$ cat src/logic/llc_pkg.sv
package llc_pkg;

    localparam int LLC_WAYS = 4;
    localparam int LLC_SETS = 4;
    localparam int SET_BITS = 2;
    localparam int WAY_BITS = 2;
    localparam int TAG_BITS = 6;
    localparam int LINE_BITS = 32;

    typedef logic [SET_BITS-1:0] llc_set_t;
    typedef logic [WAY_BITS-1:0] llc_way_t;
    typedef logic [TAG_BITS-1:0] llc_tag_t;
    typedef logic [LINE_BITS-1:0] line_t;
    typedef logic [TAG_BITS+SET_BITS-1:0] line_addr_t; // tag sits above the set.

    typedef enum logic {INVALID, VALID} llc_state_t;

    typedef enum logic {RSP_DATA, RSP_INVACK} coh_msg_t;

    typedef enum logic [1:0] {OP_NONE, OP_RSP, OP_FLUSH, OP_READ} proc_op_t;

    typedef enum logic [2:0] {
        IDLE,
        LOAD_SET,
        PROCESS_NEXT,
        FLUSH_WALK,
        EVICT,
        FINISH_FLUSH
    } proc_state_t;

endpackage

$ cat src/logic/llc_input_select.sv
`timescale 1ns/1ps

module llc_input_select (
    input  logic                 clk,
    input  logic                 rst,
    input  logic                 rsp_valid,
    input  llc_pkg::coh_msg_t    rsp_msg,
    input  llc_pkg::line_addr_t  rsp_addr,
    input  llc_pkg::line_t       rsp_line,
    input  logic                 rd_valid,
    input  llc_pkg::line_addr_t  rd_addr,
    input  logic                 flush_valid,
    input  llc_pkg::llc_set_t    flush_set,
    input  logic                 recall_valid,
    input  llc_pkg::line_addr_t  recall_arm_addr,
    input  logic                 op_taken,
    input  logic                 clr_recall,
    output llc_pkg::proc_op_t    op,
    output llc_pkg::line_addr_t  op_addr,
    output llc_pkg::coh_msg_t    op_msg,
    output llc_pkg::line_t       op_line,
    output logic                 recall_pending,
    output llc_pkg::line_addr_t  recall_addr
);

    logic                rsp_pend, flush_pend, rd_pend;
    llc_pkg::line_addr_t rsp_addr_q, rd_addr_q;
    llc_pkg::llc_set_t   flush_set_q;

    always_ff @(posedge clk or negedge rst) begin
        if (!rst) begin
            rsp_pend <= 1'b0;
            flush_pend <= 1'b0;
            rd_pend <= 1'b0;
            recall_pending <= 1'b0;
        end else begin
            if (op_taken && op == llc_pkg::OP_RSP) rsp_pend <= 1'b0;
            if (op_taken && op == llc_pkg::OP_FLUSH) flush_pend <= 1'b0;
            if (op_taken && op == llc_pkg::OP_READ) rd_pend <= 1'b0;
            if (clr_recall) recall_pending <= 1'b0;
            // a new strobe wins over a clear in the same cycle.
            if (rsp_valid) rsp_pend <= 1'b1;
            if (flush_valid) flush_pend <= 1'b1;
            if (rd_valid) rd_pend <= 1'b1;
            if (recall_valid) recall_pending <= 1'b1;
        end
    end

    always_ff @(posedge clk) begin
        if (rsp_valid) begin
            op_msg <= rsp_msg;
            rsp_addr_q <= rsp_addr;
            op_line <= rsp_line;
        end
        if (flush_valid) flush_set_q <= flush_set;
        if (rd_valid) rd_addr_q <= rd_addr;
        if (recall_valid) recall_addr <= recall_arm_addr;
    end

    always_comb begin
        op = llc_pkg::OP_NONE;
        op_addr = rd_addr_q;
        if (rsp_pend) begin
            op = llc_pkg::OP_RSP;
            op_addr = rsp_addr_q;
        end else if (flush_pend) begin
            op = llc_pkg::OP_FLUSH;
            op_addr = {{llc_pkg::TAG_BITS{1'b0}}, flush_set_q};
        end else if (rd_pend) begin
            op = llc_pkg::OP_READ;
        end
    end

endmodule

$ cat src/logic/llc_process_request.sv
`timescale 1ns/1ps

module llc_process_request (
    input  logic                 clk,
    input  logic                 rst,
    input  llc_pkg::proc_op_t    op,
    input  llc_pkg::line_addr_t  op_addr,
    input  llc_pkg::coh_msg_t    op_msg,
    input  llc_pkg::line_t       op_line,
    input  logic                 recall_pending,
    input  llc_pkg::line_addr_t  recall_addr,
    output logic                 op_taken,
    output logic                 clr_recall,
    output logic                 load_set,
    output llc_pkg::llc_set_t    set,
    output llc_pkg::llc_tag_t    tag,
    output logic                 wr_en,
    output llc_pkg::llc_way_t    wr_way,
    output llc_pkg::llc_state_t  wr_state,
    output llc_pkg::llc_tag_t    wr_tag,
    output logic                 wr_dirty,
    output llc_pkg::line_t       wr_line,
    output logic                 wb_strobe,
    output logic                 wb_fill,
    input  logic                 buf_hit,
    input  llc_pkg::llc_way_t    buf_hit_way,
    input  llc_pkg::llc_way_t    buf_fill_way,
    input  logic                 buf_fill_victim,
    input  llc_pkg::llc_state_t  buf_state [llc_pkg::LLC_WAYS],
    input  llc_pkg::llc_tag_t    buf_tag   [llc_pkg::LLC_WAYS],
    input  logic                 buf_dirty [llc_pkg::LLC_WAYS],
    input  llc_pkg::line_t       buf_line  [llc_pkg::LLC_WAYS],
    input  llc_pkg::llc_set_t    buf_set,
    input  logic                 mem_req_ready,
    output logic                 mem_req_valid,
    output llc_pkg::line_addr_t  mem_req_addr,
    output llc_pkg::line_t       mem_req_line,
    output logic                 rd_done,
    output logic                 rd_hit,
    output llc_pkg::line_t       rd_line,
    output logic                 flush_done
);

    llc_pkg::proc_state_t state, next_state;
    llc_pkg::proc_op_t    cur_op;
    llc_pkg::line_addr_t  cur_addr;
    llc_pkg::coh_msg_t    cur_msg;
    llc_pkg::line_t       cur_line;
    llc_pkg::llc_way_t    way, mem_way;
    logic                 start, is_recall, evict_needed, walk_dirty, walk_step;

    // the next op waits one cycle while a write-back is in flight.
    assign start = state == llc_pkg::IDLE && op != llc_pkg::OP_NONE && !wb_strobe;
    assign op_taken = start;
    assign load_set = start;
    assign set = op_addr[llc_pkg::SET_BITS-1:0];
    assign tag = cur_addr[llc_pkg::TAG_BITS+llc_pkg::SET_BITS-1:llc_pkg::SET_BITS];

    assign is_recall = recall_pending && cur_addr == recall_addr;
    assign evict_needed = cur_op == llc_pkg::OP_RSP && !is_recall && !buf_hit &&
                          buf_state[buf_fill_way] == llc_pkg::VALID && buf_dirty[buf_fill_way];
    assign walk_dirty = buf_state[way] == llc_pkg::VALID && buf_dirty[way];
    assign walk_step = state == llc_pkg::FLUSH_WALK && (!walk_dirty || mem_req_ready);

    always_ff @(posedge clk or negedge rst) begin
        if (!rst) begin
            state <= llc_pkg::IDLE;
            cur_op <= llc_pkg::OP_NONE;
            way <= '0;
            wb_strobe <= 1'b0;
            wb_fill <= 1'b0;
        end else begin
            state <= next_state;
            if (start) cur_op <= op;
            if (start) way <= '0;
            else if (walk_step) way <= way + llc_pkg::llc_way_t'(1);
            wb_strobe <= (state == llc_pkg::PROCESS_NEXT && cur_op == llc_pkg::OP_RSP) ||
                         (walk_step && next_state == llc_pkg::FINISH_FLUSH);
            wb_fill <= state == llc_pkg::PROCESS_NEXT && cur_op == llc_pkg::OP_RSP &&
                       !is_recall && !buf_hit && buf_fill_victim;
        end
    end

    always_ff @(posedge clk) begin
        if (start) begin
            cur_addr <= op_addr;
            cur_msg <= op_msg;
            cur_line <= op_line;
        end
    end

    always_comb begin
        next_state = state;
        case (state)
            llc_pkg::IDLE:         if (start) next_state = llc_pkg::LOAD_SET;
            llc_pkg::LOAD_SET: begin
                if (cur_op == llc_pkg::OP_FLUSH) next_state = llc_pkg::FLUSH_WALK;
                else if (evict_needed) next_state = llc_pkg::EVICT;
                else next_state = llc_pkg::PROCESS_NEXT;
            end
            llc_pkg::PROCESS_NEXT: next_state = llc_pkg::IDLE;
            llc_pkg::FLUSH_WALK: begin
                if (walk_step && way == llc_pkg::llc_way_t'(llc_pkg::LLC_WAYS - 1))
                    next_state = llc_pkg::FINISH_FLUSH;
            end
            llc_pkg::EVICT:        if (mem_req_ready) next_state = llc_pkg::PROCESS_NEXT;
            default:               next_state = llc_pkg::IDLE;
        endcase
    end

    assign mem_way = state == llc_pkg::EVICT ? buf_fill_way : way;
    assign mem_req_addr = {buf_tag[mem_way], buf_set};
    assign mem_req_line = buf_line[mem_way];
    assign flush_done = state == llc_pkg::FINISH_FLUSH;

    always_comb begin
        mem_req_valid = 1'b0;
        wr_en = 1'b0;
        wr_way = buf_hit ? buf_hit_way : buf_fill_way;
        wr_state = llc_pkg::VALID;
        wr_tag = tag;
        wr_dirty = 1'b1;    // lines from a private cache are newer than memory.
        wr_line = cur_line;
        clr_recall = 1'b0;
        rd_done = 1'b0;
        rd_hit = 1'b0;
        rd_line = '0;
        case (state)
            llc_pkg::EVICT: mem_req_valid = 1'b1;
            llc_pkg::FLUSH_WALK: begin
                mem_req_valid = walk_dirty;
                wr_en = walk_dirty && mem_req_ready; // written back, so clean now.
                wr_way = way;
                wr_tag = buf_tag[way];
                wr_dirty = 1'b0;
                wr_line = buf_line[way];
            end
            llc_pkg::PROCESS_NEXT: begin
                if (cur_op == llc_pkg::OP_READ) begin
                    rd_done = 1'b1;
                    rd_hit = buf_hit;
                    rd_line = buf_hit ? buf_line[buf_hit_way] : '0;
                end else if (is_recall) begin
                    clr_recall = 1'b1;
                    wr_en = cur_msg == llc_pkg::RSP_DATA && buf_hit;
                end else begin
                    wr_en = 1'b1;
                end
            end
            default: ;
        endcase
    end

endmodule

$ cat src/logic/llc_set_buffer.sv
`timescale 1ns/1ps

module llc_set_buffer (
    input  logic                clk,
    input  logic                rst,
    input  logic                load_set,
    input  llc_pkg::llc_set_t   set,
    input  llc_pkg::llc_tag_t   tag,
    input  llc_pkg::llc_state_t rd_state [llc_pkg::LLC_WAYS],
    input  llc_pkg::llc_tag_t   rd_tag   [llc_pkg::LLC_WAYS],
    input  logic                rd_dirty [llc_pkg::LLC_WAYS],
    input  llc_pkg::line_t      rd_line  [llc_pkg::LLC_WAYS],
    input  llc_pkg::llc_way_t   rd_victim,
    input  logic                wr_en,
    input  llc_pkg::llc_way_t   wr_way,
    input  llc_pkg::llc_state_t wr_state,
    input  llc_pkg::llc_tag_t   wr_tag,
    input  logic                wr_dirty,
    input  llc_pkg::line_t      wr_line,
    output logic                buf_hit,
    output llc_pkg::llc_way_t   buf_hit_way,
    output llc_pkg::llc_way_t   buf_fill_way,
    output logic                buf_fill_victim,
    output llc_pkg::llc_state_t buf_state [llc_pkg::LLC_WAYS],
    output llc_pkg::llc_tag_t   buf_tag   [llc_pkg::LLC_WAYS],
    output logic                buf_dirty [llc_pkg::LLC_WAYS],
    output llc_pkg::line_t      buf_line  [llc_pkg::LLC_WAYS],
    output llc_pkg::llc_set_t   buf_set
);

    llc_pkg::llc_way_t victim_q; // victim pointer of the buffered set.

    always_ff @(posedge clk or negedge rst) begin
        if (!rst) begin
            buf_set <= '0;
            victim_q <= '0;
            for (int w = 0; w < llc_pkg::LLC_WAYS; w++)
                buf_state[w] <= llc_pkg::INVALID;
        end else if (load_set) begin
            buf_set <= set;
            victim_q <= rd_victim;
            for (int w = 0; w < llc_pkg::LLC_WAYS; w++)
                buf_state[w] <= rd_state[w];
        end else if (wr_en) begin
            buf_state[wr_way] <= wr_state;
        end
    end

    always_ff @(posedge clk) begin
        if (load_set) begin
            for (int w = 0; w < llc_pkg::LLC_WAYS; w++) begin
                buf_tag[w] <= rd_tag[w];
                buf_dirty[w] <= rd_dirty[w];
                buf_line[w] <= rd_line[w];
            end
        end else if (wr_en) begin
            buf_tag[wr_way] <= wr_tag;
            buf_dirty[wr_way] <= wr_dirty;
            buf_line[wr_way] <= wr_line;
        end
    end

    // scanning downwards leaves the lowest matching way in place.
    always_comb begin
        buf_hit = 1'b0;
        buf_hit_way = '0;
        buf_fill_victim = 1'b1;
        buf_fill_way = victim_q;
        for (int w = llc_pkg::LLC_WAYS - 1; w >= 0; w--) begin
            if (buf_state[w] == llc_pkg::VALID && buf_tag[w] == tag) begin
                buf_hit = 1'b1;
                buf_hit_way = llc_pkg::llc_way_t'(w);
            end
            if (buf_state[w] == llc_pkg::INVALID) begin
                buf_fill_victim = 1'b0;
                buf_fill_way = llc_pkg::llc_way_t'(w);
            end
        end
    end

endmodule

$ cat src/logic/llc_slice.sv
`timescale 1ns/1ps

module llc_slice (
    input  logic                clk,
    input  logic                rst,
    input  logic                rsp_valid,
    input  llc_pkg::coh_msg_t   rsp_msg,
    input  llc_pkg::line_addr_t rsp_addr,
    input  llc_pkg::line_t      rsp_line,
    input  logic                rd_valid,
    input  llc_pkg::line_addr_t rd_addr,
    input  logic                flush_valid,
    input  llc_pkg::llc_set_t   flush_set,
    input  logic                recall_valid,
    input  llc_pkg::line_addr_t recall_addr,
    input  logic                mem_req_ready,
    output logic                mem_req_valid,
    output llc_pkg::line_addr_t mem_req_addr,
    output llc_pkg::line_t      mem_req_line,
    output logic                rd_done,
    output logic                rd_hit,
    output llc_pkg::line_t      rd_line,
    output logic                flush_done
);

    llc_pkg::proc_op_t   op;
    llc_pkg::line_addr_t op_addr, armed_addr;
    llc_pkg::coh_msg_t   op_msg;
    llc_pkg::line_t      op_line, wr_line;
    logic                op_taken, recall_pending, clr_recall, load_set;
    llc_pkg::llc_set_t   set, buf_set;
    llc_pkg::llc_tag_t   tag, wr_tag;
    logic                wr_en, wr_dirty, wb_strobe, wb_fill;
    llc_pkg::llc_way_t   wr_way, rd_victim, buf_hit_way, buf_fill_way;
    llc_pkg::llc_state_t wr_state;
    logic                buf_hit, buf_fill_victim;

    llc_pkg::llc_state_t rd_state  [llc_pkg::LLC_WAYS];
    llc_pkg::llc_tag_t   rd_tag    [llc_pkg::LLC_WAYS];
    logic                rd_dirty  [llc_pkg::LLC_WAYS];
    llc_pkg::line_t      st_line   [llc_pkg::LLC_WAYS];
    llc_pkg::llc_state_t buf_state [llc_pkg::LLC_WAYS];
    llc_pkg::llc_tag_t   buf_tag   [llc_pkg::LLC_WAYS];
    logic                buf_dirty [llc_pkg::LLC_WAYS];
    llc_pkg::line_t      buf_line  [llc_pkg::LLC_WAYS];

    llc_input_select input_select0 (
        .clk, .rst, .rsp_valid, .rsp_msg, .rsp_addr, .rsp_line, .rd_valid, .rd_addr,
        .flush_valid, .flush_set, .recall_valid, .recall_arm_addr(recall_addr),
        .op_taken, .clr_recall, .op, .op_addr, .op_msg, .op_line, .recall_pending,
        .recall_addr(armed_addr)
    );

    llc_tag_store tag_store0 (
        .clk, .rst, .rd_set(set), .rd_state, .rd_tag, .rd_dirty, .rd_line(st_line),
        .rd_victim, .wb_strobe, .wb_fill, .wb_set(buf_set), .wb_state(buf_state),
        .wb_tag(buf_tag), .wb_dirty(buf_dirty), .wb_line(buf_line)
    );

    llc_set_buffer set_buffer0 (
        .clk, .rst, .load_set, .set, .tag, .rd_state, .rd_tag, .rd_dirty,
        .rd_line(st_line), .rd_victim, .wr_en, .wr_way, .wr_state, .wr_tag, .wr_dirty,
        .wr_line, .buf_hit, .buf_hit_way, .buf_fill_way, .buf_fill_victim, .buf_state,
        .buf_tag, .buf_dirty, .buf_line, .buf_set
    );

    llc_process_request process_request0 (
        .clk, .rst, .op, .op_addr, .op_msg, .op_line, .recall_pending,
        .recall_addr(armed_addr), .op_taken, .clr_recall, .load_set, .set, .tag,
        .wr_en, .wr_way, .wr_state, .wr_tag, .wr_dirty, .wr_line, .wb_strobe, .wb_fill,
        .buf_hit, .buf_hit_way, .buf_fill_way, .buf_fill_victim, .buf_state, .buf_tag,
        .buf_dirty, .buf_line, .buf_set, .mem_req_ready, .mem_req_valid, .mem_req_addr,
        .mem_req_line, .rd_done, .rd_hit, .rd_line, .flush_done
    );

endmodule

$ cat src/logic/llc_tag_store.sv
`timescale 1ns/1ps

module llc_tag_store (
    input  logic                clk,
    input  logic                rst,
    input  llc_pkg::llc_set_t   rd_set,
    output llc_pkg::llc_state_t rd_state [llc_pkg::LLC_WAYS],
    output llc_pkg::llc_tag_t   rd_tag   [llc_pkg::LLC_WAYS],
    output logic                rd_dirty [llc_pkg::LLC_WAYS],
    output llc_pkg::line_t      rd_line  [llc_pkg::LLC_WAYS],
    output llc_pkg::llc_way_t   rd_victim,
    input  logic                wb_strobe,
    input  logic                wb_fill,
    input  llc_pkg::llc_set_t   wb_set,
    input  llc_pkg::llc_state_t wb_state [llc_pkg::LLC_WAYS],
    input  llc_pkg::llc_tag_t   wb_tag   [llc_pkg::LLC_WAYS],
    input  logic                wb_dirty [llc_pkg::LLC_WAYS],
    input  llc_pkg::line_t      wb_line  [llc_pkg::LLC_WAYS]
);

    llc_pkg::llc_state_t states [llc_pkg::LLC_SETS][llc_pkg::LLC_WAYS];
    logic                dirty  [llc_pkg::LLC_SETS][llc_pkg::LLC_WAYS];
    llc_pkg::llc_tag_t   tags   [llc_pkg::LLC_SETS][llc_pkg::LLC_WAYS];
    llc_pkg::line_t      lines  [llc_pkg::LLC_SETS][llc_pkg::LLC_WAYS];
    llc_pkg::llc_way_t   victim [llc_pkg::LLC_SETS];

    always_ff @(posedge clk or negedge rst) begin
        if (!rst) begin
            for (int s = 0; s < llc_pkg::LLC_SETS; s++) begin
                victim[s] <= '0;
                for (int w = 0; w < llc_pkg::LLC_WAYS; w++) begin
                    states[s][w] <= llc_pkg::INVALID;
                    dirty[s][w] <= 1'b0;
                end
            end
        end else if (wb_strobe) begin
            for (int w = 0; w < llc_pkg::LLC_WAYS; w++) begin
                states[wb_set][w] <= wb_state[w];
                dirty[wb_set][w] <= wb_dirty[w];
            end
            // round robin only moves when every way was already valid.
            if (wb_fill)
                victim[wb_set] <= victim[wb_set] + llc_pkg::llc_way_t'(1);
        end
    end

    always_ff @(posedge clk) begin
        if (wb_strobe) begin
            for (int w = 0; w < llc_pkg::LLC_WAYS; w++) begin
                tags[wb_set][w] <= wb_tag[w];
                lines[wb_set][w] <= wb_line[w];
            end
        end
    end

    always_comb begin
        for (int w = 0; w < llc_pkg::LLC_WAYS; w++) begin
            rd_state[w] = states[rd_set][w];
            rd_tag[w] = tags[rd_set][w];
            rd_dirty[w] = dirty[rd_set][w];
            rd_line[w] = lines[rd_set][w];
        end
    end

    assign rd_victim = victim[rd_set];

endmodule

$ cat config.mk
export PLATFORM = sky130hd
export DESIGN_NAME = llc_slice
export DESIGN_NICKNAME = d
export VERILOG_FILES = /design/src/logic/llc_pkg.sv /design/src/logic/llc_input_select.sv /design/src/logic/llc_process_request.sv /design/src/logic/llc_set_buffer.sv /design/src/logic/llc_slice.sv /design/src/logic/llc_tag_store.sv
export SDC_FILE = /design/constraint.sdc
export NUM_CORES = 1
export LEC_CHECK = 0
export BUFFER_PORTS_ARGS = -buffer_cell sky130_fd_sc_hd__buf_2
export CAP_MARGIN = 30
export CORE_AREA = 2 2 314 316
export CTS_CLUSTER_DIAMETER = 50
export DETAILED_ROUTE_END_ITERATION = 8
export DIE_AREA = 0 0 316 318
export SLEW_MARGIN = 0
export SYNTH_ARGS = -nofsm -noshare
export SYNTH_HDL_FRONTEND = slang
export SYNTH_SLANG_ARGS = --single-unit
$ cat constraint.sdc
create_clock -name clk -period 6.6 [get_ports clk]
set_input_delay 0.66 -clock clk [delete_from_list [all_inputs] [get_ports clk]]
set_output_delay 0.66 -clock clk [all_outputs]
set_load 0.01 [all_outputs]
* Yosys cells after proc, flatten, opt, wreduce, memory -nomap -nowiden
Memory sizes are Yosys's and may differ from the RTL's.
Cells that the tools add are included.
** Storage, ports and cells
- Word-level logic and storage cells :: 287
- Bits in registers :: 317
- Output and inout port bits :: 76
- Bits in writable memories :: 608
- Memories :: 2
** Memory list
- tag_store0.lines :: depth 4, width 128, rd ports 1, clocked after Yosys merged registers in 0, write ports 1, RTL line llc_tag_store.sv:24 : llc_pkg::line_t lines [llc_pkg::LLC_SETS][llc_pkg::LLC_WAYS];
- tag_store0.tags :: depth 4, width 24, rd ports 1, clocked after Yosys merged registers in 0, write ports 1, RTL line llc_tag_store.sv:23 : llc_pkg::llc_tag_t tags [llc_pkg::LLC_SETS][llc_pkg::LLC_WAYS];
** Operators by class
- Bitwise logic cells :: 9
- $add $sub $neg :: 2
- Order comparisons :: 9
- Equality and inequality tests :: 18
- Mux-type cells :: 134
- Reductions and logical operators :: 41
** Operators by type and width (number)
- two-way mux 32 bit :: 11
- two-way mux 128 bit :: 2
- binary-select mux 32 bit (select 2 bit) :: 3
- bitwise mux 128 bit :: 1
- bitwise mux 16 bit :: 8
- demux 32 bit (select 2 bit) :: 1
- two-way mux 24 bit :: 2
- two-way mux 2 bit :: 22
- two-way mux 1 bit :: 38
- two-way mux 4 bit :: 9
- two-way mux 6 bit :: 6
- demux 4 bit (select 2 bit) :: 4
- logical AND 1 bit :: 26
- binary-select mux 6 bit (select 2 bit) :: 2
- bitwise mux 24 bit :: 1
- equality test 6 bit :: 4
- greater-or-equal comparator 3 bit (second input constant) :: 7
- inverter 2 -> 3 bit :: 7
- two-way mux 3 bit :: 6
- binary-select mux 4 bit (select 2 bit) :: 2
- two-way mux 8 bit :: 2
- nonzero test 2 bit :: 7
- demux 6 bit (select 2 bit) :: 1
- case mux 3 bit (4 select lines) :: 1
- other kinds (21) :: 40

* Logic depth before layout (Yosys ltp)
Gate-level depths: netlist of run 1.
- Depth after elaboration :: 16
- Depth in mapped cells :: 11

* By module
Synthesis of run 1 repeated with hierarchy kept, for this count alone.
** Unflattened totals
- Cells, all modules :: 2161
- Area total of the unflattened synthesis :: 38629.5 µm²
** By module, submodules not included
- llc_tag_store :: cells each 908, seq. area each 19258.5 µm², area each 23696.5 µm², instances 1
- llc_set_buffer :: cells each 631, seq. area each 4884.7 µm², area each 7238.2 µm², instances 1
- llc_process_request :: cells each 529, seq. area each 1456.4 µm², area each 5630.4 µm², instances 1
- llc_input_select :: cells each 93, seq. area each 1871.8 µm², area each 2064.5 µm², instances 1

* Worst setup path after synthesis of run 1
Ideal clock, no wire load.
- Kind :: flip-flop to flip-flop
- From :: register set_buffer0.buf_set[0]
- To :: register tag_store0.victim[6] in the netlist's numbering
- Data required time :: 6.452 ns
- Setup time :: 0.148 ns
- Path buffers :: 2
- Period minus slack after synthesis :: 6.094 ns
- Setup slack :: 0.506 ns
- Data arrival time :: 5.946 ns
- Stages on the path, launching flop included :: 7
- Cells stage by stage :: dfrtp_1 > clkbuf_1 > nor3b_1 > buf_1 > nand2_1 > nand2_1 > o21ai_0
** On the way
- Word-level cells in the longest chain between the ends :: 6
- Elaborated cells on any way between the ends :: 11
** Ends and longest elaborated chain
- from (decl) :: RTL line llc_set_buffer.sv:28 : output llc_pkg::llc_set_t buf_set
- from (signal assigned) :: RTL line llc_set_buffer.sv:40 : buf_set <= set;
- inverter 2 -> 3 bit (not written as such) (*) :: RTL line llc_tag_store.sv:43 : victim[wb_set] <= victim[wb_set] + llc_pkg::llc_way_t'(1);
- binary-select mux 2 bit (select 2 bit) (tied with other cells) :: RTL line llc_tag_store.sv:43
- two-way mux 2 bit (not written as such) or logical AND 1 bit (tied branches) :: RTL line llc_tag_store.sv:43
- two-way mux 2 bit (not written as such) :: RTL line llc_tag_store.sv:43
- adder 2 x 1 -> 2 bit or demux 2 bit (select 2 bit) (tied branches) :: RTL line llc_tag_store.sv:43
- bitwise mux 8 bit (*) :: RTL line llc_tag_store.sv:43
- to (signal, indexed assignment) :: RTL line llc_tag_store.sv:43
- to (decl) :: RTL line llc_tag_store.sv:25 : llc_pkg::llc_way_t victim [llc_pkg::LLC_SETS];
Mark *: on every way between the ends. The rest lies on a longest branch, timed or not. The select of a mux whose other input is x is not followed.
A chain may end at the register's enable or synchronous reset.

* Final worst setup path of run 1
- From :: register process_request0.cur_addr[2]
- To :: output port rd_line[0]
** On the way
- Word-level cells in the longest chain between the ends :: 13
- Elaborated cells on any way between the ends :: 23
** Ends and longest elaborated chain
- from (decl) :: RTL line llc_process_request.sv:46 : llc_pkg::line_addr_t cur_addr;
- from (signal assigned) :: RTL line llc_process_request.sv:86 : cur_addr <= op_addr;
- equality test 6 bit :: RTL line llc_set_buffer.sv:70 : if (buf_state[w] == llc_pkg::VALID && buf_tag[w] == tag) begin
- logical AND 1 bit :: RTL line llc_set_buffer.sv:70
- two-way mux 2 bit (4 in a row) :: RTL line llc_set_buffer.sv:70
- inverter 2 -> 3 bit (not written as such) :: RTL line llc_process_request.sv:142 : rd_line = buf_hit ? buf_line[buf_hit_way] : '0;
- binary-select mux 32 bit (select 2 bit) :: RTL line llc_process_request.sv:142
- two-way mux 32 bit (not written as such) (2 in a row) :: RTL line llc_process_request.sv:142
- two-way mux 32 bit (*) :: RTL line llc_process_request.sv:142
- two-way mux 32 bit (*) :: RTL line llc_process_request.sv:139 : if (cur_op == llc_pkg::OP_READ) begin
- two-way mux 32 bit (*) :: RTL line llc_process_request.sv:128 : case (state)
- to (decl) :: RTL line llc_slice.sv:22 : output llc_pkg::line_t rd_line,
Marked as above.

==> impl_metrics.env, run 1 <==
export IMPL_cts_setup_buffers=0
export IMPL_grt_use_total_pct=19.5
export IMPL_cp_required_ns=5.94
export IMPL_initial_core_util_pct=39.5
export IMPL_final_area_sq_um=44200
export IMPL_power_density_nw_per_um2=527
export IMPL_grt_pass1_wl_um=146000
export IMPL_synth_edf_count=864
export IMPL_hold_viol=0
export IMPL_rsz0062_at_grt="no"
export IMPL_fin_setup_tns_ns=0
export IMPL_ys_seq_elements=925
export IMPL_start_kind="flip-flop"
export IMPL_arrival_ns=4.54
export IMPL_fillers=8336
export IMPL_place_area_sq_um=40700
export IMPL_clk_latency_ns=0.68
export IMPL_vdd_drop_max_uv=529
export IMPL_total_power_mw=23.3
export IMPL_multi_input_area_sq_um=10300
export IMPL_antenna_diode_count=0
export IMPL_maxSlewHeadroom_pct=30.5
export IMPL_async_flop_share_pct=6.59
export IMPL_grt_max_degree=130
export IMPL_synth_seq_area_share_pct=71.4
export IMPL_crit_chain="xnor2_1, nand4_1, nor4_1, nor2_1, o21ai_4, buf_4, mux4_2, and2_1, buf_2"
export IMPL_status="completed"
export IMPL_p_int_mw=14.9
export IMPL_initialDrtViolationCount=2023
export IMPL_grt_ovfl_total=0
export IMPL_p_comb_share_pct=30.5
export IMPL_p_clk_share_pct=24.7
export IMPL_antenna_found_initial=2
export IMPL_finalCritPeriodShare_pct=78.7
export IMPL_layout_nets=2493
export IMPL_pwr_share_seq_pct=44.8
export IMPL_avgSynthCellArea_sq_um=16.9
export IMPL_ctsLongestPathBuffers=3
export IMPL_clk_pin_slew_ns=0.06
export IMPL_synth_top_cells_by_count="edfxtp_1, nand2_1, mux4_2"
export IMPL_dr_pass1_iters=8
export IMPL_die_area_sq_um=100000
export IMPL_seqCellArea_sq_um=27500
export IMPL_cts_buffers=107
export IMPL_synth_area_leaders="edfxtp_1, mux4_2, dfrtp_1"
export IMPL_ys_types=59
export IMPL_synthCells=2280
export IMPL_cts_resized=0
export IMPL_hp_class="primary input to flip-flop"
export IMPL_cts_sinks=925
export IMPL_cts_root_buf="clkbuf_16"
export IMPL_cp_end_kind="output port"
export IMPL_fin_crit_ns=5.20
export IMPL_die_y_um=318
export IMPL_cts_tree="done"
export IMPL_synth_area_sq_um=38500
export IMPL_cpPeakStageDelay_ns=0.65
export IMPL_p_leak_nw=15.0
export IMPL_place_congestion=0.840
export IMPL_synth_ff_type="edfxtp_1"
export IMPL_drive_above_1_share_pct=25.2
export IMPL_fin_util_pct=45.3
export IMPL_worst_path_max_delay_cell="o21ai_4"
export IMPL_routedWlPerCell_um=25.7
export IMPL_clock_skew_final_ns=0.0436
export IMPL_dieWidth_um=316
export IMPL_drv_slew=0
export IMPL_io_pins=142
export IMPL_synth_top_area_share_pct=67.4
export IMPL_ant_nets=0
export IMPL_finalSetupViolations=0
export IMPL_sw_frac_of_total_pct=36.0
export IMPL_fp_row_count=115
export IMPL_holdBufCountCts=0
export IMPL_yosys_area_top_type="edfxtp_1"
export IMPL_yosys_warnings=0
export IMPL_via_per_inst=5.71
export IMPL_yosysMostFrequentCell="edfxtp_1"
export IMPL_dr_total_vias=21700
export IMPL_first_global_vias=22700
export IMPL_core_area_sq_um=97400
export IMPL_cp_max_fo=16
export IMPL_dp_hpwl_um=54400
export IMPL_h_tree_depth=3
export IMPL_tightest_slew_ns=1.04
export IMPL_p_switching_mw=8.38
export IMPL_worstSetupPathType="flip-flop to output port"
export IMPL_fmax_mhz=192
export IMPL_drt_total_wl_um=97700
export IMPL_drcViolationCount=0
export IMPL_io_buffers=141
export IMPL_syn_to_final_growth_pct=14.8
export IMPL_cap_violations=0
export IMPL_syn_nets=2347
state kept, by name, indices dropped and copies added, names as in the netlist, 4 cells and up:
register / cells
tag_store0.tags: 96
tag_store0.states: 16
set_buffer0.buf_tag: 24
input_select0.recall_addr: 8
set_buffer0.buf_state: 4
set_buffer0.buf_dirty: 4
tag_store0.lines: 512
input_select0.rd_addr_q: 8
set_buffer0.buf_line: 128
tag_store0.dirty: 16
process_request0.cur_addr: 8
input_select0.op_line: 32
process_request0.cur_line: 32
tag_store0.victim: 8
input_select0.rsp_addr_q: 8
routing by layer:
metal / vias to the layer above / share of wire, % / global-route usage (%)
li1: 9194 / - / -
met1: 11400 / 43 / 27.7
met2: 914 / 47 / 30.6
met3: 194 / 7.2 / 3.65
met4: 2 / 2.9 / 6.07
met5: - / 0.013 / 0
logic make-up (layout without fill, tap and decap cells):
group                      after synthesis  after routing  synth area share [%]
AOI/OAI and AO/OA                      310            310                  4.97
xor gates and xnor gates                34             34                 0.774
adders and majority gates                1              1                0.0325
buffers and inverters                  188            419                  2.22
DFF                                    925            925                  71.4
muxes                                  257            257                  14.1
and+or+nand+nor                        565            565                  6.48
cell type report:
cell class	instances	share of cell area, %
clock buffers	126	6.27
well taps	1287	3.65
clock inverters	68	1.56
multi-input cells	1167	23.3
repair buffers	181	2.58
inverters	44	0.453
flip-flops and latches	925	62.2
stage by stage:
| step | std cells | setup WS [ns] | hold WS [ns] |
|---|---|---|---|
| floorplan | 2280 | 0.506 | 0.364 |
| global placement | 3601 | 2.20 | 0.401 |
| detailed placement | 3604 | 2.10 | 0.405 |
| CTS | 3798 | 1.35 | 0.101 |
| global route | 3798 | 1.19 | 0.116 |
| finish | 3798 | 1.40 | 0.149 |
cell usage in the layout, fill, tap and decap left out, types with 39 or more instances in the layout:
cell type and count:
nand2_1 392, mux4_2 227, edfxtp_1 864, o21ai_0 125
buf_2 141, dfrtp_1 59, nand3_1 39, a31oi_1 39
and2_1 71, clkbuf_16 108, a211oi_1 39
critical path: cells and delay by family, from the launching register on:
| kind | cells | cell delay (ns) |
|---|---|---|
| flops | 1 | 0.53 |
| buf+inv | 2 | 0.65 |
| mux | 1 | 0.57 |
| compound gates | 1 | 0.65 |
| simple gates | 4 | 1.18 |
| xor+xnor | 1 | 0.26 |
worst paths after layout:
check / to / cells after the start / slack [ns] / startpoint
setup / recovery: rd_line[0] / 9 / 1.40 / process_request0.cur_addr[2]
hold / removal: input_select0.op_line[14] / 1 / 0.15 / rsp_line[14]
setup reg to reg: set_buffer0.buf_tag[8] / 7 / 2.51 / process_request0.way[1]
hold reg to reg: process_request0.cur_line[5] / 0 / 0.42 / input_select0.op_line[5]
max in group asynchronous: process_request0.way[1] / 2 / 5.81 / rst
min in group asynchronous: tag_store0.victim[1] / 2 / 0.17 / rst
power groups by stage:
stage / Sequential, mW / Clock [mW] / Combinational [mW]
after floorplan: 9.90 / 0 / 4.77
after global placement: 10.4 / 0 / 6.97
after detailed placement: 10.5 / 0 / 7.12
after CTS: 10.4 / 5.87 / 7.14
after global routing: 10.6 / 6.09 / 7.63
final: 10.4 / 5.76 / 7.08
Power figures use the tool's default switching activity.
==> run 2: changes to the inputs <==
==> constraint.sdc (replaced) <==
create_clock -name clk -period 4.5 [get_ports clk]
set_input_delay 0.45 -clock clk [delete_from_list [all_inputs] [get_ports clk]]
set_output_delay 0.45 -clock clk [all_outputs]
set_load 0.01 [all_outputs]
==> run 2 against run 1 <==
  * Clock power rose by 40%
  * Global-route usage is 0.45 points higher
  * Register-to-register slack lost 1.5 ns
  * Combinational power up 51%
  * Critical path type unchanged
  * Critical endpoint is now rd_line[30]
  * Largest cell class unchanged
==> impl_metrics.env, run 2 (synthesis results as in run 1) <==
export IMPL_tightest_slew_ns=1.04
export IMPL_worstSetupPathType="flip-flop to output port"
export IMPL_vdd_drop_max_uv=726
export IMPL_total_power_mw=33.9
export IMPL_largest_registers="tag_store0.lines (512), set_buffer0.buf_line (128), tag_store0.tags (96)"
export IMPL_grt_use_total_pct=20.0
export IMPL_initialDrtViolationCount=2190
export IMPL_fillers=8254
export IMPL_grt_pass1_wl_um=149000
export IMPL_cts_tree="done"
export IMPL_drive_above_1_share_pct=25.4
export IMPL_start_kind="flip-flop"
export IMPL_cp_max_fo=16
export IMPL_drt_total_wl_um=100000
export IMPL_core_area_sq_um=97400
export IMPL_grt_max_degree=92
export IMPL_routedWlPerCell_um=25.7
export IMPL_antenna_found_initial=2
export IMPL_cp_end_kind="output port"
export IMPL_place_congestion=0.824
export IMPL_cts_setup_buffers=0
export IMPL_cts_sinks=925
export IMPL_power_density_nw_per_um2=757
export IMPL_final_cell_mix="edfxtp_1, nand2_1, mux4_2"
export IMPL_clk_latency_ns=0.66
export IMPL_p_leak_nw=15.3
export IMPL_cap_violations=0
export IMPL_final_area_sq_um=44900
export IMPL_initial_core_util_pct=39.5
export IMPL_fmax_mhz=242
export IMPL_rsz0062_at_grt="no"
export IMPL_first_global_vias=23300
export IMPL_holdBufCountCts=61
export IMPL_die_area_sq_um=100000
export IMPL_drv_slew=0
export IMPL_io_buffers=141
export IMPL_finalSetupViolations=0
export IMPL_dr_total_vias=22000
export IMPL_layout_nets=2580
export IMPL_ant_nets=0
export IMPL_cts_resized=0
export IMPL_dr_pass1_iters=5
export IMPL_multi_input_area_sq_um=10300
export IMPL_io_pins=142
export IMPL_maxSlewHeadroom_pct=30.8
export IMPL_hp_class="primary input to flip-flop"
export IMPL_grt_ovfl_total=0
export IMPL_largest_reg_flops=512
export IMPL_fin_setup_tns_ns=0
export IMPL_largest_register="tag_store0.lines"
export IMPL_status="completed"
export IMPL_seqCellArea_sq_um=27500
export IMPL_fin_crit_ns=4.13
export IMPL_ctsLongestPathBuffers=3
export IMPL_drcViolationCount=0
export IMPL_die_y_um=318
export IMPL_finalCritPeriodShare_pct=91.7
export IMPL_dp_hpwl_um=56400
export IMPL_clock_skew_final_ns=0.0243
export IMPL_place_area_sq_um=41000
export IMPL_h_tree_depth=3
export IMPL_fin_cells=3886
export IMPL_layout_commonest_cell="edfxtp_1"
export IMPL_clk_pin_slew_ns=0.06
export IMPL_hold_viol=0
export IMPL_fp_row_count=115
export IMPL_arrival_ns=3.68
export IMPL_cts_root_buf="clkbuf_16"
export IMPL_antenna_diode_count=0
export IMPL_dieWidth_um=316
export IMPL_via_per_inst=5.67
export IMPL_dp_cells=3635
export IMPL_cp_required_ns=4.05
export IMPL_cts_buffers=101
export IMPL_syn_to_final_growth_pct=16.6
run 2: changes by cell type in the layout (fill, tap and decap cells not counted), moves of 2 or more:
cell and change:
dlygate4sd3_1 +61, buf_4 +26, buf_12 +8, clkinv_2 +5
bufinv_16 -4, clkbuf_1 +4, clkinv_1 -4, buf_16 -3
clkbuf_8 +3, clkinv_4 -3, clkinvlp_4 -2, inv_16 -2
inv_6 +2, inv_8 -2
run 2: worst max-delay path: stages, from the launching register on:
cell,delay (ns)
edfxtp_1,0.54
xnor2_1,0.26
nand4_1,0.13
or4_1,0.54
o21ai_4,0.13
buf_4,0.44
mux4_2,0.61
and2_1,0.19
buf_2,0.14
run 2: routing by layer:
layer	track usage, %	vias to the layer above	share of wire [%]
li1	-	9379	-
met1	27.3	11500	42
met2	32.5	943	48
met3	3.48	183	7.1
met4	6.51	2	2.8
met5	0	-	0.012
run 2: worst paths after layout:
kind | from | endpoint | slack [ns] | cells after the start
worst max-delay path | process_request0.cur_addr[5] | rd_line[30] | 0.37 | 8
worst min-delay path | mem_req_ready | process_request0.state[1] | 0.06 | 3
worst max register to register | set_buffer0.buf_tag[16] | set_buffer0.buf_line[79] | 1.04 | 9
worst min register to register | input_select0.op_line[28] | process_request0.cur_line[28] | 0.41 | 0
max in group asynchronous | rst | process_request0.way[1] | 3.39 | 3
min in group asynchronous | rst | set_buffer0.buf_set[1] | 0.50 | 3
run 2: where the power goes:
part	switching [mW]	internal, mW
Sequential	2.03	13.1
Combinational	6.81	3.92
Clock	3.41	4.65
Total	12.3	21.7
run 2: layout make-up:
class	count	area share (%)
timing repair buffer	274	4.54
tap	1287	3.59
sequential	925	61.3
inverter	44	0.444
multi-input combinational	1167	22.9
clock inverter	57	1.01
clock buffer	132	6.25
run 2: stage by stage:
step	utilization [%]	worst slack (ns)	hold WS [ns]
detailed placement	42.1	1.07	0.405
global placement	42.0	1.13	0.403
floorplan	-	0.376	0.154
finish	46.0	0.375	0.0560
global route	46.0	0.210	0.0625
CTS	46.0	0.347	0.0171
==> run 3: changes to the inputs <==
--- a/config.mk
+++ b/config.mk
@@ -11,6 +11,7 @@
 export CTS_CLUSTER_DIAMETER = 50
 export DETAILED_ROUTE_END_ITERATION = 8
 export DIE_AREA = 0 0 316 318
+export RECOVER_POWER = 100
 export SLEW_MARGIN = 0
 export SYNTH_ARGS = -nofsm -noshare
 export SYNTH_HDL_FRONTEND = slang
==> run 3 against run 2 <==
  * Total power fell by 1.1%
  * Non-clock buffer count is the same
  * Global-route usage is the same
  * Sequential power barely moved
  * Sequential share of layout area is 0.61 points higher
  * Via count down 0.29%
  * Highest routed layer unchanged
  * Clock-buffer cell count stayed put
  * The flow now finishes with violations (max-capacitance violations, max-slew violations)
  * Critical path type is now flip-flop to flip-flop
  * Die area stayed put
  * Largest power group unchanged
  * Critical path depth shrank 1
  * Flip-flop and latch count did not move
  * Worst setup slack worse by 0.12 ns
==> impl_metrics.env, run 3 (synthesis results as in run 1) <==
export IMPL_largest_registers="tag_store0.lines (512), set_buffer0.buf_line (128), tag_store0.tags (96)"
export IMPL_dieWidth_um=316
export IMPL_routedWlPerCell_um=25.8
export IMPL_drive_above_1_share_pct=22.1
export IMPL_die_y_um=318
export IMPL_crit_top_cell="clkbuf_2"
export IMPL_hold_viol=0
export IMPL_cts_setup_buffers=0
export IMPL_final_cell_mix="edfxtp_1, nand2_1, mux4_2"
export IMPL_initialDrtViolationCount=2357
export IMPL_p_leak_nw=15.0
export IMPL_dp_hpwl_um=56400
export IMPL_fp_row_count=115
export IMPL_clk_latency_ns=0.66
export IMPL_h_tree_depth=3
export IMPL_fmax_mhz=235
export IMPL_setup_slack_ns=0.251
export IMPL_worst_path_max_delay_cell="clkbuf_2"
export IMPL_tightest_slew_ns=2.85
export IMPL_antenna_diode_count=0
export IMPL_cts_resized=0
export IMPL_power_density_nw_per_um2=756
export IMPL_io_buffers=141
export IMPL_drv_slew=533
export IMPL_clk_pin_slew_ns=0.06
export IMPL_vdd_drop_max_uv=653
export IMPL_cp_end_kind="flip-flop"
export IMPL_finalCritPeriodShare_pct=94.4
export IMPL_place_congestion=0.824
export IMPL_cp_required_ns=4.87
export IMPL_grt_ovfl_total=0
export IMPL_seqCellArea_sq_um=27500
export IMPL_crit_chain="nor2b_1, and2_0, clkbuf_2, and3_1, o21ai_2, clkbuf_2, o21ai_0"
export IMPL_hold_ws_ns=0.0575
export IMPL_cts_tree="done"
export IMPL_first_global_vias=23300
export IMPL_drcViolationCount=0
export IMPL_fin_setup_tns_ns=0
export IMPL_path_buf_inv=2
export IMPL_maxSlewHeadroom_pct=-90.2
export IMPL_start_kind="flip-flop"
export IMPL_io_pins=142
export IMPL_cts_root_buf="clkbuf_16"
export IMPL_violations="max-capacitance violations, max-slew violations"
export IMPL_worstSetupPathType="flip-flop to flip-flop"
export IMPL_antenna_found_initial=1
export IMPL_dr_pass1_iters=6
export IMPL_ant_nets=0
export IMPL_via_per_inst=5.66
export IMPL_grt_pass1_wl_um=149000
export IMPL_final_area_sq_um=44400
export IMPL_hp_class="primary input to flip-flop"
export IMPL_die_area_sq_um=100000
export IMPL_cts_sinks=925
export IMPL_syn_to_final_growth_pct=15.4
export IMPL_layout_nets=2580
export IMPL_fin_crit_ns=4.25
export IMPL_holdBufCountCts=61
export IMPL_dr_total_vias=22000
export IMPL_place_area_sq_um=41000
export IMPL_largest_register="tag_store0.lines"
export IMPL_drt_total_wl_um=100000
export IMPL_rsz0062_at_grt="no"
export IMPL_cp_top_family="buffers and inverters"
export IMPL_fillers=8353
export IMPL_multi_input_area_sq_um=10200
export IMPL_ctsLongestPathBuffers=3
export IMPL_arrival_ns=4.62
export IMPL_cap_violations=13
export IMPL_grt_use_total_pct=20.0
export IMPL_cpPeakStageDelay_ns=0.95
export IMPL_clock_skew_final_ns=0.0257
export IMPL_finalSetupViolations=0
export IMPL_grt_max_degree=92
export IMPL_status="complete, but fails checks"
export IMPL_cts_buffers=101
export IMPL_core_area_sq_um=97400
export IMPL_layout_commonest_cell="edfxtp_1"
export IMPL_largest_reg_flops=512
export IMPL_initial_core_util_pct=39.5
export IMPL_cp_max_fo=39
export IMPL_place_ws_ns=1.07
run 3: metrics by stage:
stage               total power, mW  utilization, %  std cells
finish                         33.6            45.6       3886
floorplan                      21.4               -       2280
CTS                            34.2            46.0       3885
global placement               25.6            42.0       3634
detailed placement             26.0            42.1       3635
global route                   35.1            45.6       3886
run 3: per-layer routing:
metal	vias to the layer above	share of wire [%]	global-route usage, %
met1	11500	41	27.3
met4	2	2.8	6.51
li1	9369	-	-
met3	184	7.4	3.48
met2	969	49	32.5
met5	-	0.012	0
run 3: final timing paths:
check	start	endpoint	slack, ns	cells past startpoint
setup / recovery	process_request0.state[0]	set_buffer0.buf_line[9]	0.25	7
hold / removal	mem_req_ready	process_request0.state[1]	0.06	3
setup reg to reg	process_request0.state[0]	set_buffer0.buf_line[9]	0.25	7
hold reg to reg	input_select0.op_line[8]	process_request0.cur_line[8]	0.41	0
max in group asynchronous	rst	process_request0.way[1]	3.40	3
min in group asynchronous	rst	set_buffer0.buf_set[1]	0.49	3
run 3: tightest hold or removal path: stages:
cell	delay, ns
buf_2	0.12
nand2_1	0.05
o21ai_0	0.06
run 3: area by class of cell:
type | instances | share of cell area [%]
sequential | 925 | 61.9
multi-input combinational | 1167 | 22.9
clock buffer | 132 | 6.31
timing repair buffer | 274 | 3.85
tap | 1287 | 3.63
clock inverter | 57 | 1.02
inverter | 44 | 0.434
run 3: where the power goes:
group	internal (mW)	switching [mW]	leakage [nW]	total [mW]
combinational	3.63	6.66	4.57	10.3
clock	4.65	3.42	1.60	8.07
sequential	13.2	2.03	8.79	15.2
total	21.5	12.1	15.0	33.6
